==> config.mk <==
export PLATFORM = sky130hd
export DESIGN_NAME = crate_bridge_top
export DESIGN_NICKNAME = d
export VERILOG_FILES = /design/src/hw/crate_bridge_pkg.sv /design/src/hw/bridge_dispatch.sv /design/src/hw/link_channel.sv /design/src/hw/bridge_merge.sv /design/src/hw/crate_bridge_top.sv
export SDC_FILE = /design/constraint.sdc
export NUM_CORES = 1
export LEC_CHECK = 0
export BUFFER_PORTS_ARGS = -buffer_cell sky130_fd_sc_hd__buf_4
export CAP_MARGIN = 20
export CELL_PAD_IN_SITES_DETAIL_PLACEMENT = 0
export CELL_PAD_IN_SITES_GLOBAL_PLACEMENT = 2
export CORE_MARGIN = 2
export CORE_UTILIZATION = 40
export DETAILED_ROUTE_END_ITERATION = 6
export PLACE_DENSITY = 0.9
export SYNTH_ARGS = -nofsm -noshare
export SYNTH_HDL_FRONTEND = slang
export SYNTH_SLANG_ARGS = --single-unit
==> constraint.sdc <==
create_clock -name ps_clk -period 6.7 [get_ports ps_clk]
set_clock_uncertainty 0.05 [all_clocks]
set_input_delay 1.34 -clock ps_clk [delete_from_list [all_inputs] [get_ports ps_clk]]
set_output_delay 1.34 -clock ps_clk [all_outputs]
set_load 0.005 [all_outputs]
==> src/hw/crate_bridge_pkg.sv <==
package crate_bridge_pkg;

    //////////////////////////////
    // Sizes
    //////////////////////////////

    // Front-end links behind the bridge
    localparam int unsigned NUM_LINKS = 4;
    localparam int unsigned LINK_IDX_W = 2;

    // Register space seen through one link
    localparam int unsigned LINK_ADDR_W = 25;
    localparam int unsigned DATA_W = 32;

    // Give up on a silent link after this many cycles
    localparam int unsigned TIMEOUT_CYCLES = 64;
    localparam int unsigned TIMER_W = 7;
    localparam logic [TIMER_W-1:0] TIMER_LIMIT = TIMER_W'(TIMEOUT_CYCLES);

    // Read data patterns on error responses
    localparam logic [DATA_W-1:0] BRIDGE_TIMEOUT_DATA = 32'hB1D6_E70F;
    localparam logic [DATA_W-1:0] BRIDGE_INVALID_DATA = 32'hB1D6_EBAD;

    //////////////////////////////
    // Types
    //////////////////////////////

    // One bit per link
    typedef logic [NUM_LINKS-1:0] link_mask_t;

    // PS register request, top address bits select the link
    typedef struct packed {
        logic                   wr;
        logic [LINK_IDX_W-1:0]  link;
        logic [LINK_ADDR_W-1:0] addr;
        logic [DATA_W-1:0]      data;
    } reg_req_t;

    // PS register response
    typedef struct packed {
        logic              err;
        logic [DATA_W-1:0] data;
    } reg_rsp_t;

    // Command as it goes out on a link stream
    typedef struct packed {
        logic                   wr;
        logic [LINK_ADDR_W-1:0] addr;
        logic [DATA_W-1:0]      data;
    } link_cmd_t;

    // Link response stream payload
    typedef struct packed {
        logic [DATA_W-1:0] data;
    } link_rsp_t;

    // What a channel hands to the merger when it finishes
    typedef struct packed {
        logic              timed_out;
        logic [DATA_W-1:0] data;
    } link_result_t;

endpackage

==> src/hw/bridge_dispatch.sv <==
`timescale 1ns/1ns

module bridge_dispatch (
    input  logic                          ps_clk,
    input  logic                          arst_n_i,
    input  logic                          req_valid_i,
    input  crate_bridge_pkg::reg_req_t    req_i,
    input  crate_bridge_pkg::link_mask_t  link_up_i,
    input  logic                          rsp_valid_i,
    output logic                          busy_o,
    output crate_bridge_pkg::link_mask_t  start_o,
    output crate_bridge_pkg::link_mask_t  invalid_o,
    output crate_bridge_pkg::link_cmd_t   cmd_o
);

    logic                         accept;
    logic                         busy_q;
    logic                         pend_q;
    crate_bridge_pkg::link_mask_t sel_q;
    crate_bridge_pkg::link_mask_t invalid_q;
    crate_bridge_pkg::link_cmd_t  cmd_q;

    // Busy drops in the same cycle as the response pulse
    assign busy_o = busy_q & ~rsp_valid_i;
    assign accept = req_valid_i & ~busy_o;

    always_ff @(posedge ps_clk or negedge arst_n_i) begin
        if (!arst_n_i) begin
            busy_q    <= 1'b0;
            pend_q    <= 1'b0;
            sel_q     <= '0;
            invalid_q <= '0;
        end else begin
            pend_q <= accept;
            if (accept) begin
                busy_q <= 1'b1;
                sel_q  <= crate_bridge_pkg::link_mask_t'(1'b1) << req_i.link;
            end else if (rsp_valid_i) begin
                busy_q <= 1'b0;
            end
            // Refused request goes straight to the merger
            invalid_q <= pend_q ? (sel_q & ~link_up_i) : '0;
        end
    end

    // Request payload, held for the channel to capture
    always_ff @(posedge ps_clk) begin
        if (accept) begin
            cmd_q.wr   <= req_i.wr;
            cmd_q.addr <= req_i.addr;
            cmd_q.data <= req_i.data;
        end
    end

    // Link up level sampled once, in the cycle after the strobe
    assign start_o   = pend_q ? (sel_q & link_up_i) : '0;
    assign invalid_o = invalid_q;
    assign cmd_o     = cmd_q;

    //////////////////////////////
    // Checks
    //////////////////////////////

    // Only one request in flight, the PS must wait for its answer
    a_no_req_while_busy: assert property (
        @(posedge ps_clk) disable iff (!arst_n_i)
        req_valid_i |-> !busy_o
    ) else $error("request strobe while bridge busy");

endmodule

==> src/hw/link_channel.sv <==
`timescale 1ns/1ns

module link_channel (
    input  logic                           ps_clk,
    input  logic                           arst_n_i,
    input  logic                           start_i,
    input  crate_bridge_pkg::link_cmd_t    cmd_i,
    input  logic                           cmd_ready_i,
    input  logic                           link_rsp_valid_i,
    input  crate_bridge_pkg::link_rsp_t    link_rsp_i,
    output logic                           cmd_valid_o,
    output crate_bridge_pkg::link_cmd_t    cmd_o,
    output logic                           link_rsp_ready_o,
    output logic                           done_o,
    output crate_bridge_pkg::link_result_t result_o
);

    typedef enum logic [1:0] {
        ST_IDLE,
        ST_ISSUE,
        ST_WAIT
    } state_t;

    state_t                                state_q;
    logic [crate_bridge_pkg::TIMER_W-1:0]  timer_q;
    logic [crate_bridge_pkg::TIMER_W-1:0]  timer_nxt;
    logic                                  expired;
    logic                                  cmd_fire;
    logic                                  rsp_fire;
    logic                                  give_up;
    logic                                  fin_q;
    logic                                  done_q;
    crate_bridge_pkg::link_cmd_t           cmd_q;
    crate_bridge_pkg::link_result_t        result_q;

    assign cmd_valid_o      = (state_q == ST_ISSUE);
    assign link_rsp_ready_o = (state_q == ST_WAIT);

    assign cmd_fire = cmd_valid_o & cmd_ready_i;
    assign rsp_fire = link_rsp_valid_i & link_rsp_ready_o;

    // Timer covers both back-pressure and the response wait
    assign timer_nxt = timer_q + 1'b1;
    assign expired   = (timer_nxt >= crate_bridge_pkg::TIMER_LIMIT);

    // A handshake on the last cycle still counts
    assign give_up = expired & (((state_q == ST_ISSUE) & ~cmd_fire) |
                                ((state_q == ST_WAIT) & ~rsp_fire));

    //////////////////////////////
    // FSM
    //////////////////////////////

    always_ff @(posedge ps_clk or negedge arst_n_i) begin
        if (!arst_n_i) begin
            state_q <= ST_IDLE;
            timer_q <= '0;
            fin_q   <= 1'b0;
            done_q  <= 1'b0;
        end else begin
            fin_q  <= 1'b0;
            done_q <= fin_q;
            case (state_q)
                ST_IDLE: begin
                    if (start_i) begin
                        state_q <= ST_ISSUE;
                        timer_q <= '0;
                    end
                end
                ST_ISSUE: begin
                    timer_q <= timer_nxt;
                    if (cmd_fire) begin
                        state_q <= ST_WAIT;
                    end else if (give_up) begin
                        state_q <= ST_IDLE;
                        fin_q   <= 1'b1;
                    end
                end
                ST_WAIT: begin
                    timer_q <= timer_nxt;
                    if (rsp_fire || give_up) begin
                        state_q <= ST_IDLE;
                        fin_q   <= 1'b1;
                    end
                end
                default: begin
                    state_q <= ST_IDLE;
                end
            endcase
        end
    end

    // Command and result payload
    always_ff @(posedge ps_clk) begin
        if ((state_q == ST_IDLE) && start_i) begin
            cmd_q <= cmd_i;
        end
        if (rsp_fire) begin
            result_q.timed_out <= 1'b0;
            result_q.data      <= link_rsp_i.data;
        end else if (give_up) begin
            result_q.timed_out <= 1'b1;
            result_q.data      <= crate_bridge_pkg::BRIDGE_TIMEOUT_DATA;
        end
    end

    assign cmd_o    = cmd_q;
    assign done_o   = done_q;
    assign result_o = result_q;

    // Command must stay offered and unchanged while the link holds off ready
    a_cmd_stable: assert property (
        @(posedge ps_clk) disable iff (!arst_n_i)
        (cmd_valid_o && !cmd_ready_i && !expired) |=> (cmd_valid_o && $stable(cmd_o))
    ) else $error("command dropped or changed under back-pressure");

endmodule

==> src/hw/bridge_merge.sv <==
`timescale 1ns/1ns

module bridge_merge (
    input  logic                           ps_clk,
    input  logic                           arst_n_i,
    input  crate_bridge_pkg::link_mask_t   done_i,
    input  crate_bridge_pkg::link_result_t result_i [crate_bridge_pkg::NUM_LINKS],
    input  crate_bridge_pkg::link_mask_t   invalid_i,
    input  logic                           flags_clear_i,
    output logic                           rsp_valid_o,
    output crate_bridge_pkg::reg_rsp_t     rsp_o,
    output crate_bridge_pkg::link_mask_t   timeout_o,
    output crate_bridge_pkg::link_mask_t   invalid_o
);

    logic                         hit;
    crate_bridge_pkg::reg_rsp_t   rsp_nxt;
    crate_bridge_pkg::link_mask_t timeout_set;
    logic                         rsp_valid_q;
    crate_bridge_pkg::reg_rsp_t   rsp_q;
    crate_bridge_pkg::link_mask_t timeout_q;
    crate_bridge_pkg::link_mask_t invalid_q;

    assign hit = (|done_i) | (|invalid_i);

    // Invalid response unless a channel finished
    always_comb begin
        rsp_nxt.err  = 1'b1;
        rsp_nxt.data = crate_bridge_pkg::BRIDGE_INVALID_DATA;
        timeout_set  = '0;
        for (int n = 0; n < crate_bridge_pkg::NUM_LINKS; n++) begin
            if (done_i[n]) begin
                rsp_nxt.err    = result_i[n].timed_out;
                rsp_nxt.data   = result_i[n].data;
                timeout_set[n] = result_i[n].timed_out;
            end
        end
    end

    always_ff @(posedge ps_clk or negedge arst_n_i) begin
        if (!arst_n_i) begin
            rsp_valid_q <= 1'b0;
            timeout_q   <= '0;
            invalid_q   <= '0;
        end else begin
            rsp_valid_q <= hit;
            // Sticky, a new error wins over a clear in the same cycle
            timeout_q <= (flags_clear_i ? '0 : timeout_q) | timeout_set;
            invalid_q <= (flags_clear_i ? '0 : invalid_q) | invalid_i;
        end
    end

    always_ff @(posedge ps_clk) begin
        if (hit) begin
            rsp_q <= rsp_nxt;
        end
    end

    assign rsp_valid_o = rsp_valid_q;
    assign rsp_o       = rsp_q;
    assign timeout_o   = timeout_q;
    assign invalid_o   = invalid_q;

    // Dispatcher and channels never finish together
    a_single_source: assert property (
        @(posedge ps_clk) disable iff (!arst_n_i)
        $onehot0({done_i, invalid_i})
    ) else $error("more than one result source in one cycle");

endmodule

==> src/hw/crate_bridge_top.sv <==
`timescale 1ns/1ns

module crate_bridge_top (
    input  logic                                     ps_clk,
    input  logic                                     arst_n_i,
    // PS register side
    input  logic                                     req_valid_i,
    input  crate_bridge_pkg::reg_req_t               req_i,
    output logic                                     busy_o,
    output logic                                     rsp_valid_o,
    output crate_bridge_pkg::reg_rsp_t               rsp_o,
    input  logic                                     flags_clear_i,
    output crate_bridge_pkg::link_mask_t             timeout_o,
    output crate_bridge_pkg::link_mask_t             invalid_o,
    // Link side
    input  crate_bridge_pkg::link_mask_t             link_up_i,
    output logic [crate_bridge_pkg::NUM_LINKS-1:0]   cmd_valid_o,
    output crate_bridge_pkg::link_cmd_t              cmd_o [crate_bridge_pkg::NUM_LINKS],
    input  logic [crate_bridge_pkg::NUM_LINKS-1:0]   cmd_ready_i,
    input  logic [crate_bridge_pkg::NUM_LINKS-1:0]   link_rsp_valid_i,
    input  crate_bridge_pkg::link_rsp_t              link_rsp_i [crate_bridge_pkg::NUM_LINKS],
    output logic [crate_bridge_pkg::NUM_LINKS-1:0]   link_rsp_ready_o
);

    crate_bridge_pkg::link_mask_t   start;
    crate_bridge_pkg::link_mask_t   invalid_pulse;
    crate_bridge_pkg::link_mask_t   done;
    crate_bridge_pkg::link_cmd_t    cmd_bcast;
    crate_bridge_pkg::link_result_t result [crate_bridge_pkg::NUM_LINKS];
    logic                           rsp_valid;

    bridge_dispatch bridge_dispatch_i (
        .ps_clk      (ps_clk),
        .arst_n_i    (arst_n_i),
        .req_valid_i (req_valid_i),
        .req_i       (req_i),
        .link_up_i   (link_up_i),
        .rsp_valid_i (rsp_valid),
        .busy_o      (busy_o),
        .start_o     (start),
        .invalid_o   (invalid_pulse),
        .cmd_o       (cmd_bcast)
    );

    // One channel per link, the start bit picks which one takes the command
    for (genvar n = 0; n < crate_bridge_pkg::NUM_LINKS; n++) begin : g_link
        link_channel link_channel_i (
            .ps_clk           (ps_clk),
            .arst_n_i         (arst_n_i),
            .start_i          (start[n]),
            .cmd_i            (cmd_bcast),
            .cmd_ready_i      (cmd_ready_i[n]),
            .link_rsp_valid_i (link_rsp_valid_i[n]),
            .link_rsp_i       (link_rsp_i[n]),
            .cmd_valid_o      (cmd_valid_o[n]),
            .cmd_o            (cmd_o[n]),
            .link_rsp_ready_o (link_rsp_ready_o[n]),
            .done_o           (done[n]),
            .result_o         (result[n])
        );
    end

    bridge_merge bridge_merge_i (
        .ps_clk        (ps_clk),
        .arst_n_i      (arst_n_i),
        .done_i        (done),
        .result_i      (result),
        .invalid_i     (invalid_pulse),
        .flags_clear_i (flags_clear_i),
        .rsp_valid_o   (rsp_valid),
        .rsp_o         (rsp_o),
        .timeout_o     (timeout_o),
        .invalid_o     (invalid_o)
    );

    assign rsp_valid_o = rsp_valid;

endmodule

==> insert_results.sql <==
INSERT INTO impl_metrics (metric_group, metric, value, unit) VALUES
('global_route', 'grt_use_total', '20.0', '%'),
('yosys', 'postSynthNetCount', '1312', ''),
('worst_setup_path', 'logic_depth_of_the_worst_setup_path_including_buffers', '3', ''),
('yosys', 'synth_edf_count', '451', ''),
('worst_setup_path', 'critPathMaxStageDelay', '0.58', 'ns'),
('detailed_routing', 'routed_wirelength', '50.4', 'mm'),
('yosys', 'async_flop_share', '12.2', '%'),
('worst_setup_path', 'path_max_fanout', '18', ''),
('place', 'detailed_place_hpwl', '35.3', 'mm'),
('timing', 'timing_worst_slew_pin_value', '1.09', 'ns'),
('detailed_routing', 'drt_pass1_iterations', '5', ''),
('place', 'worst_slack_at_placement', '3.13', 'ns'),
('global_route', 'first_global_vias', '11689', ''),
('global_route', 'antenna_found_initial', '7', ''),
('worst_setup_path', 'slowest_stage', 'ha_1', ''),
('outcome', 'status', 'finished clean', ''),
('worst_setup_path', 'cp_delay_by_family_top', 'adder cells', ''),
('worst_setup_path', 'critPathCaptureType', 'output pin', ''),
('yosys', 'ys.warnings.count', '0', ''),
('min_path', 'worst_hold_path.num_cells', '0', ''),
('min_path', 'worst_hold_path_type', 'reg2reg', ''),
('final_layout', 'post-route-util', '53.5', '%'),
('power', 'total_power', '6.99', 'mW'),
('detailed_routing', 'drtIter0Drc', '852', ''),
('power', 'vdd_drop_max', '0.250', 'mV'),
('detailed_routing', 'drt.antenna.violating_nets', '0', ''),
('floorplan', 'design.core.area', '46500', 'sq um'),
('detailed_routing', 'drc', '0', ''),
('timing', 'postLayoutSetupSlackWorst', '3.45', 'ns'),
('timing', 'setup_violations', '0', ''),
('cts', 'ctsRootBufferMaster', 'clkbuf_16', ''),
('cts', 'resize_count_post_cts', '0', ''),
('worst_setup_path', 'setup.worst_path.start_class', 'register', ''),
('global_route', 'globalRoute.totalOverflow', '0', ''),
('detailed_routing', 'met3RoutedLength', '6.42', 'mm'),
('worst_setup_path', 'path_buf_inv', '2', ''),
('detailed_routing', 'detailroute.via_count', '11272', ''),
('timing', 'timing.fmax', '0.308', 'GHz'),
('power', 'pwr_density_cell', '281', 'nW/um^2'),
('cts', 'hold_buffers', '0', ''),
('cts', 'cts_max_path_buffers', '3', ''),
('timing', 'slew_viol_final', '0', ''),
('final_layout', 'flow.area_growth_from_synthesis', '32.3', '%'),
('power', 'power_leakage', '9.45', 'nW'),
('cts', 'clk_latency', '0.60', 'ns'),
('cts', 'cts_htree_levels', '2', ''),
('timing', 'finalCriticalPeriod', '3.25', 'ns'),
('cts', 'cts.reportedPaths.clkPinSlew', '0.06', 'ns'),
('final_layout', 'final_cell_mix', 'buf_4 (492), edfxtp_1 (451), nand2_1 (79), or2_2 (76), dfrtp_1 (61)', ''),
('global_route', 'pin_count_of_the_biggest_net_entering_global_routing', '67', ''),
('global_route', 'grt_pass1_wl', '71.5', 'mm'),
('final_layout', 'most_common_cell_after_layout_fill_and_taps_aside', 'buf_4', ''),
('yosys', 'synthCells', '1092', ''),
('cts', 'tritoncts_clock_tree', 'built', ''),
('floorplan', 'floorplan.die_area', '48700', 'sq um'),
('floorplan', 'initial_core_util', '40.4', '%'),
('yosys', 'avgSynthCellArea', '17.2', 'sq um'),
('place', 'placed_area', '23100', 'sq um'),
('yosys', 'unique_cell_type_count_in_the_yosys_netlist', '56', ''),
('yosys', 'synth_sequential_area_ratio', '81.0', '%'),
('detailed_routing', 'met2_wirelength', '23.6', 'mm'),
('timing', 'count_of_final_hold_check_violations', '0', ''),
('place', 'globalplace.congestion', '0.823', ''),
('worst_setup_path', 'cp_data_required_time', '5.31', 'ns'),
('place', 'portBuffers', '486', ''),
('yosys', 'synth.cell_area', '18800', 'sq um'),
('timing', 'rsz0062_at_grt', 'no', ''),
('job', 'timing.max_cap.violations', '0', ''),
('cts', 'cts.sink_count', '518', ''),
('cts', 'cts_made_buffers', '53', ''),
('timing', 'layout_worst_path_cycle_share', '48.5', '%');
## final cells by class
type | count | area [sq um] | area share [%]
antenna | 6 | 15.0 | 0.0604
clock buffer | 69 | 1410 | 5.67
clock inverter | 28 | 287 | 1.15
inverter | 22 | 87.6 | 0.353
multi-input combinational | 505 | 3310 | 13.3
sequential | 518 | 15200 | 61.2
tap | 607 | 759 | 3.06
timing repair buffer | 496 | 3780 | 15.2
## power breakdown
| part | total, mW | internal [mW] | switching [mW] | leakage [nW] |
|---|---|---|---|---|
| logic | 0.470 | 0.205 | 0.265 | 3.68 |
| registers | 3.64 | 3.59 | 0.0534 | 4.95 |
| clock network | 2.88 | 1.65 | 1.23 | 0.823 |
| total | 6.99 | 5.44 | 1.55 | 9.45 |
## worst reg2reg max path, stage by stage, from the launching register on
cell     delay (ns)
dfrtp_1        0.39
inv_1          0.10
ha_1           0.53
nand2_1        0.70
o21ai_4        0.52
buf_16         0.24
## state kept, by name, summed over array words and instances, names as in the netlist, 8 cells and up
register and flops:
g_link.link_channel_i.result_o 132, g_link.link_channel_i.timer_q 28, g_link.link_channel_i.cmd_o 232, bridge_merge_i.rsp_o 33, bridge_dispatch_i.cmd_o 58, g_link.link_channel_i.state_q 8
## through the flow
step | instances | hold WS (ns)
2_1_floorplan | 1092 | 0.281
3_3_place_gp | 2144 | 0.283
3_5_place_dp | 2145 | 0.285
4_1_cts | 2242 | 0.298
5_1_grt | 2251 | 0.302
6_report | 2251 | 0.296
## synthesized netlist by cell type (4+ instances only)
library cell / n / share of area [%]
nor2b_1: 23 / 0.77
nand2b_1: 5 / 0.17
buf_2: 8 / 0.21
a22o_1: 6 / 0.28
or2_2: 76 / 2.5
a32o_1: 6 / 0.32
clkbuf_1: 27 / 0.54
nand2_1: 80 / 1.6
a21oi_1: 11 / 0.29
mux2i_1: 6 / 0.32
buf_4: 8 / 0.32
dfrtp_1: 63 / 8.4
inv_1: 21 / 0.42
o21ai_0: 53 / 1.4
o22ai_1: 19 / 0.63
a221oi_1: 12 / 0.56
o31ai_1: 17 / 0.68
edfxtp_1: 451 / 72
nor2_1: 24 / 0.48
and3_1: 54 / 1.8
a21o_1: 6 / 0.24
dfxtp_1: 4 / 0.43
nand3_1: 12 / 0.32
ha_1: 16 / 1.1
xor2_1: 8 / 0.37
mux2_2: 20 / 1.2
## per-layer routing
| metal | vias up | global-route usage (%) |
|---|---|---|
| met4 | 2 | 7.56 |
| met3 | 93 | 9.22 |
| li1 | 5135 | - |
| met2 | 524 | 31.3 |
| met5 | - | 0 |
| met1 | 5518 | 24.3 |
## path summary, 6_finish.rpt
path	start	end	slack [ns]
min	g_link[0].link_channel_i.fin_q	g_link[0].link_channel_i.done_o	0.30
max in group asynchronous	arst_n_i	g_link[2].link_channel_i.done_o	5.15
min in group asynchronous	arst_n_i	bridge_dispatch_i.invalid_o[2]	0.79
max reg2reg	g_link[3].link_channel_i.state_q[0]	g_link[3].link_channel_i.result_o[28]	3.84
min reg2reg	g_link[0].link_channel_i.fin_q	g_link[0].link_channel_i.done_o	0.30
max	g_link[2].link_channel_i.state_q[0]	link_rsp_ready_o[2]	3.45
## kinds of logic (layout without fill, tap and decap cells)
group	count (synthesis)	after routing	share of synthesized area [%]
other	0	6	0
and+or+nand+nor	303	303	8.91
xor gates and xnor gates	10	10	0.467
DFF	518	518	81.0
adders and majority gates	16	16	1.07
muxes	26	26	1.52
AOI/OAI and AO/OA	150	150	5.34
buffers and inverters	69	615	1.74
No activity file was read; power rests on OpenSTA's default activity.
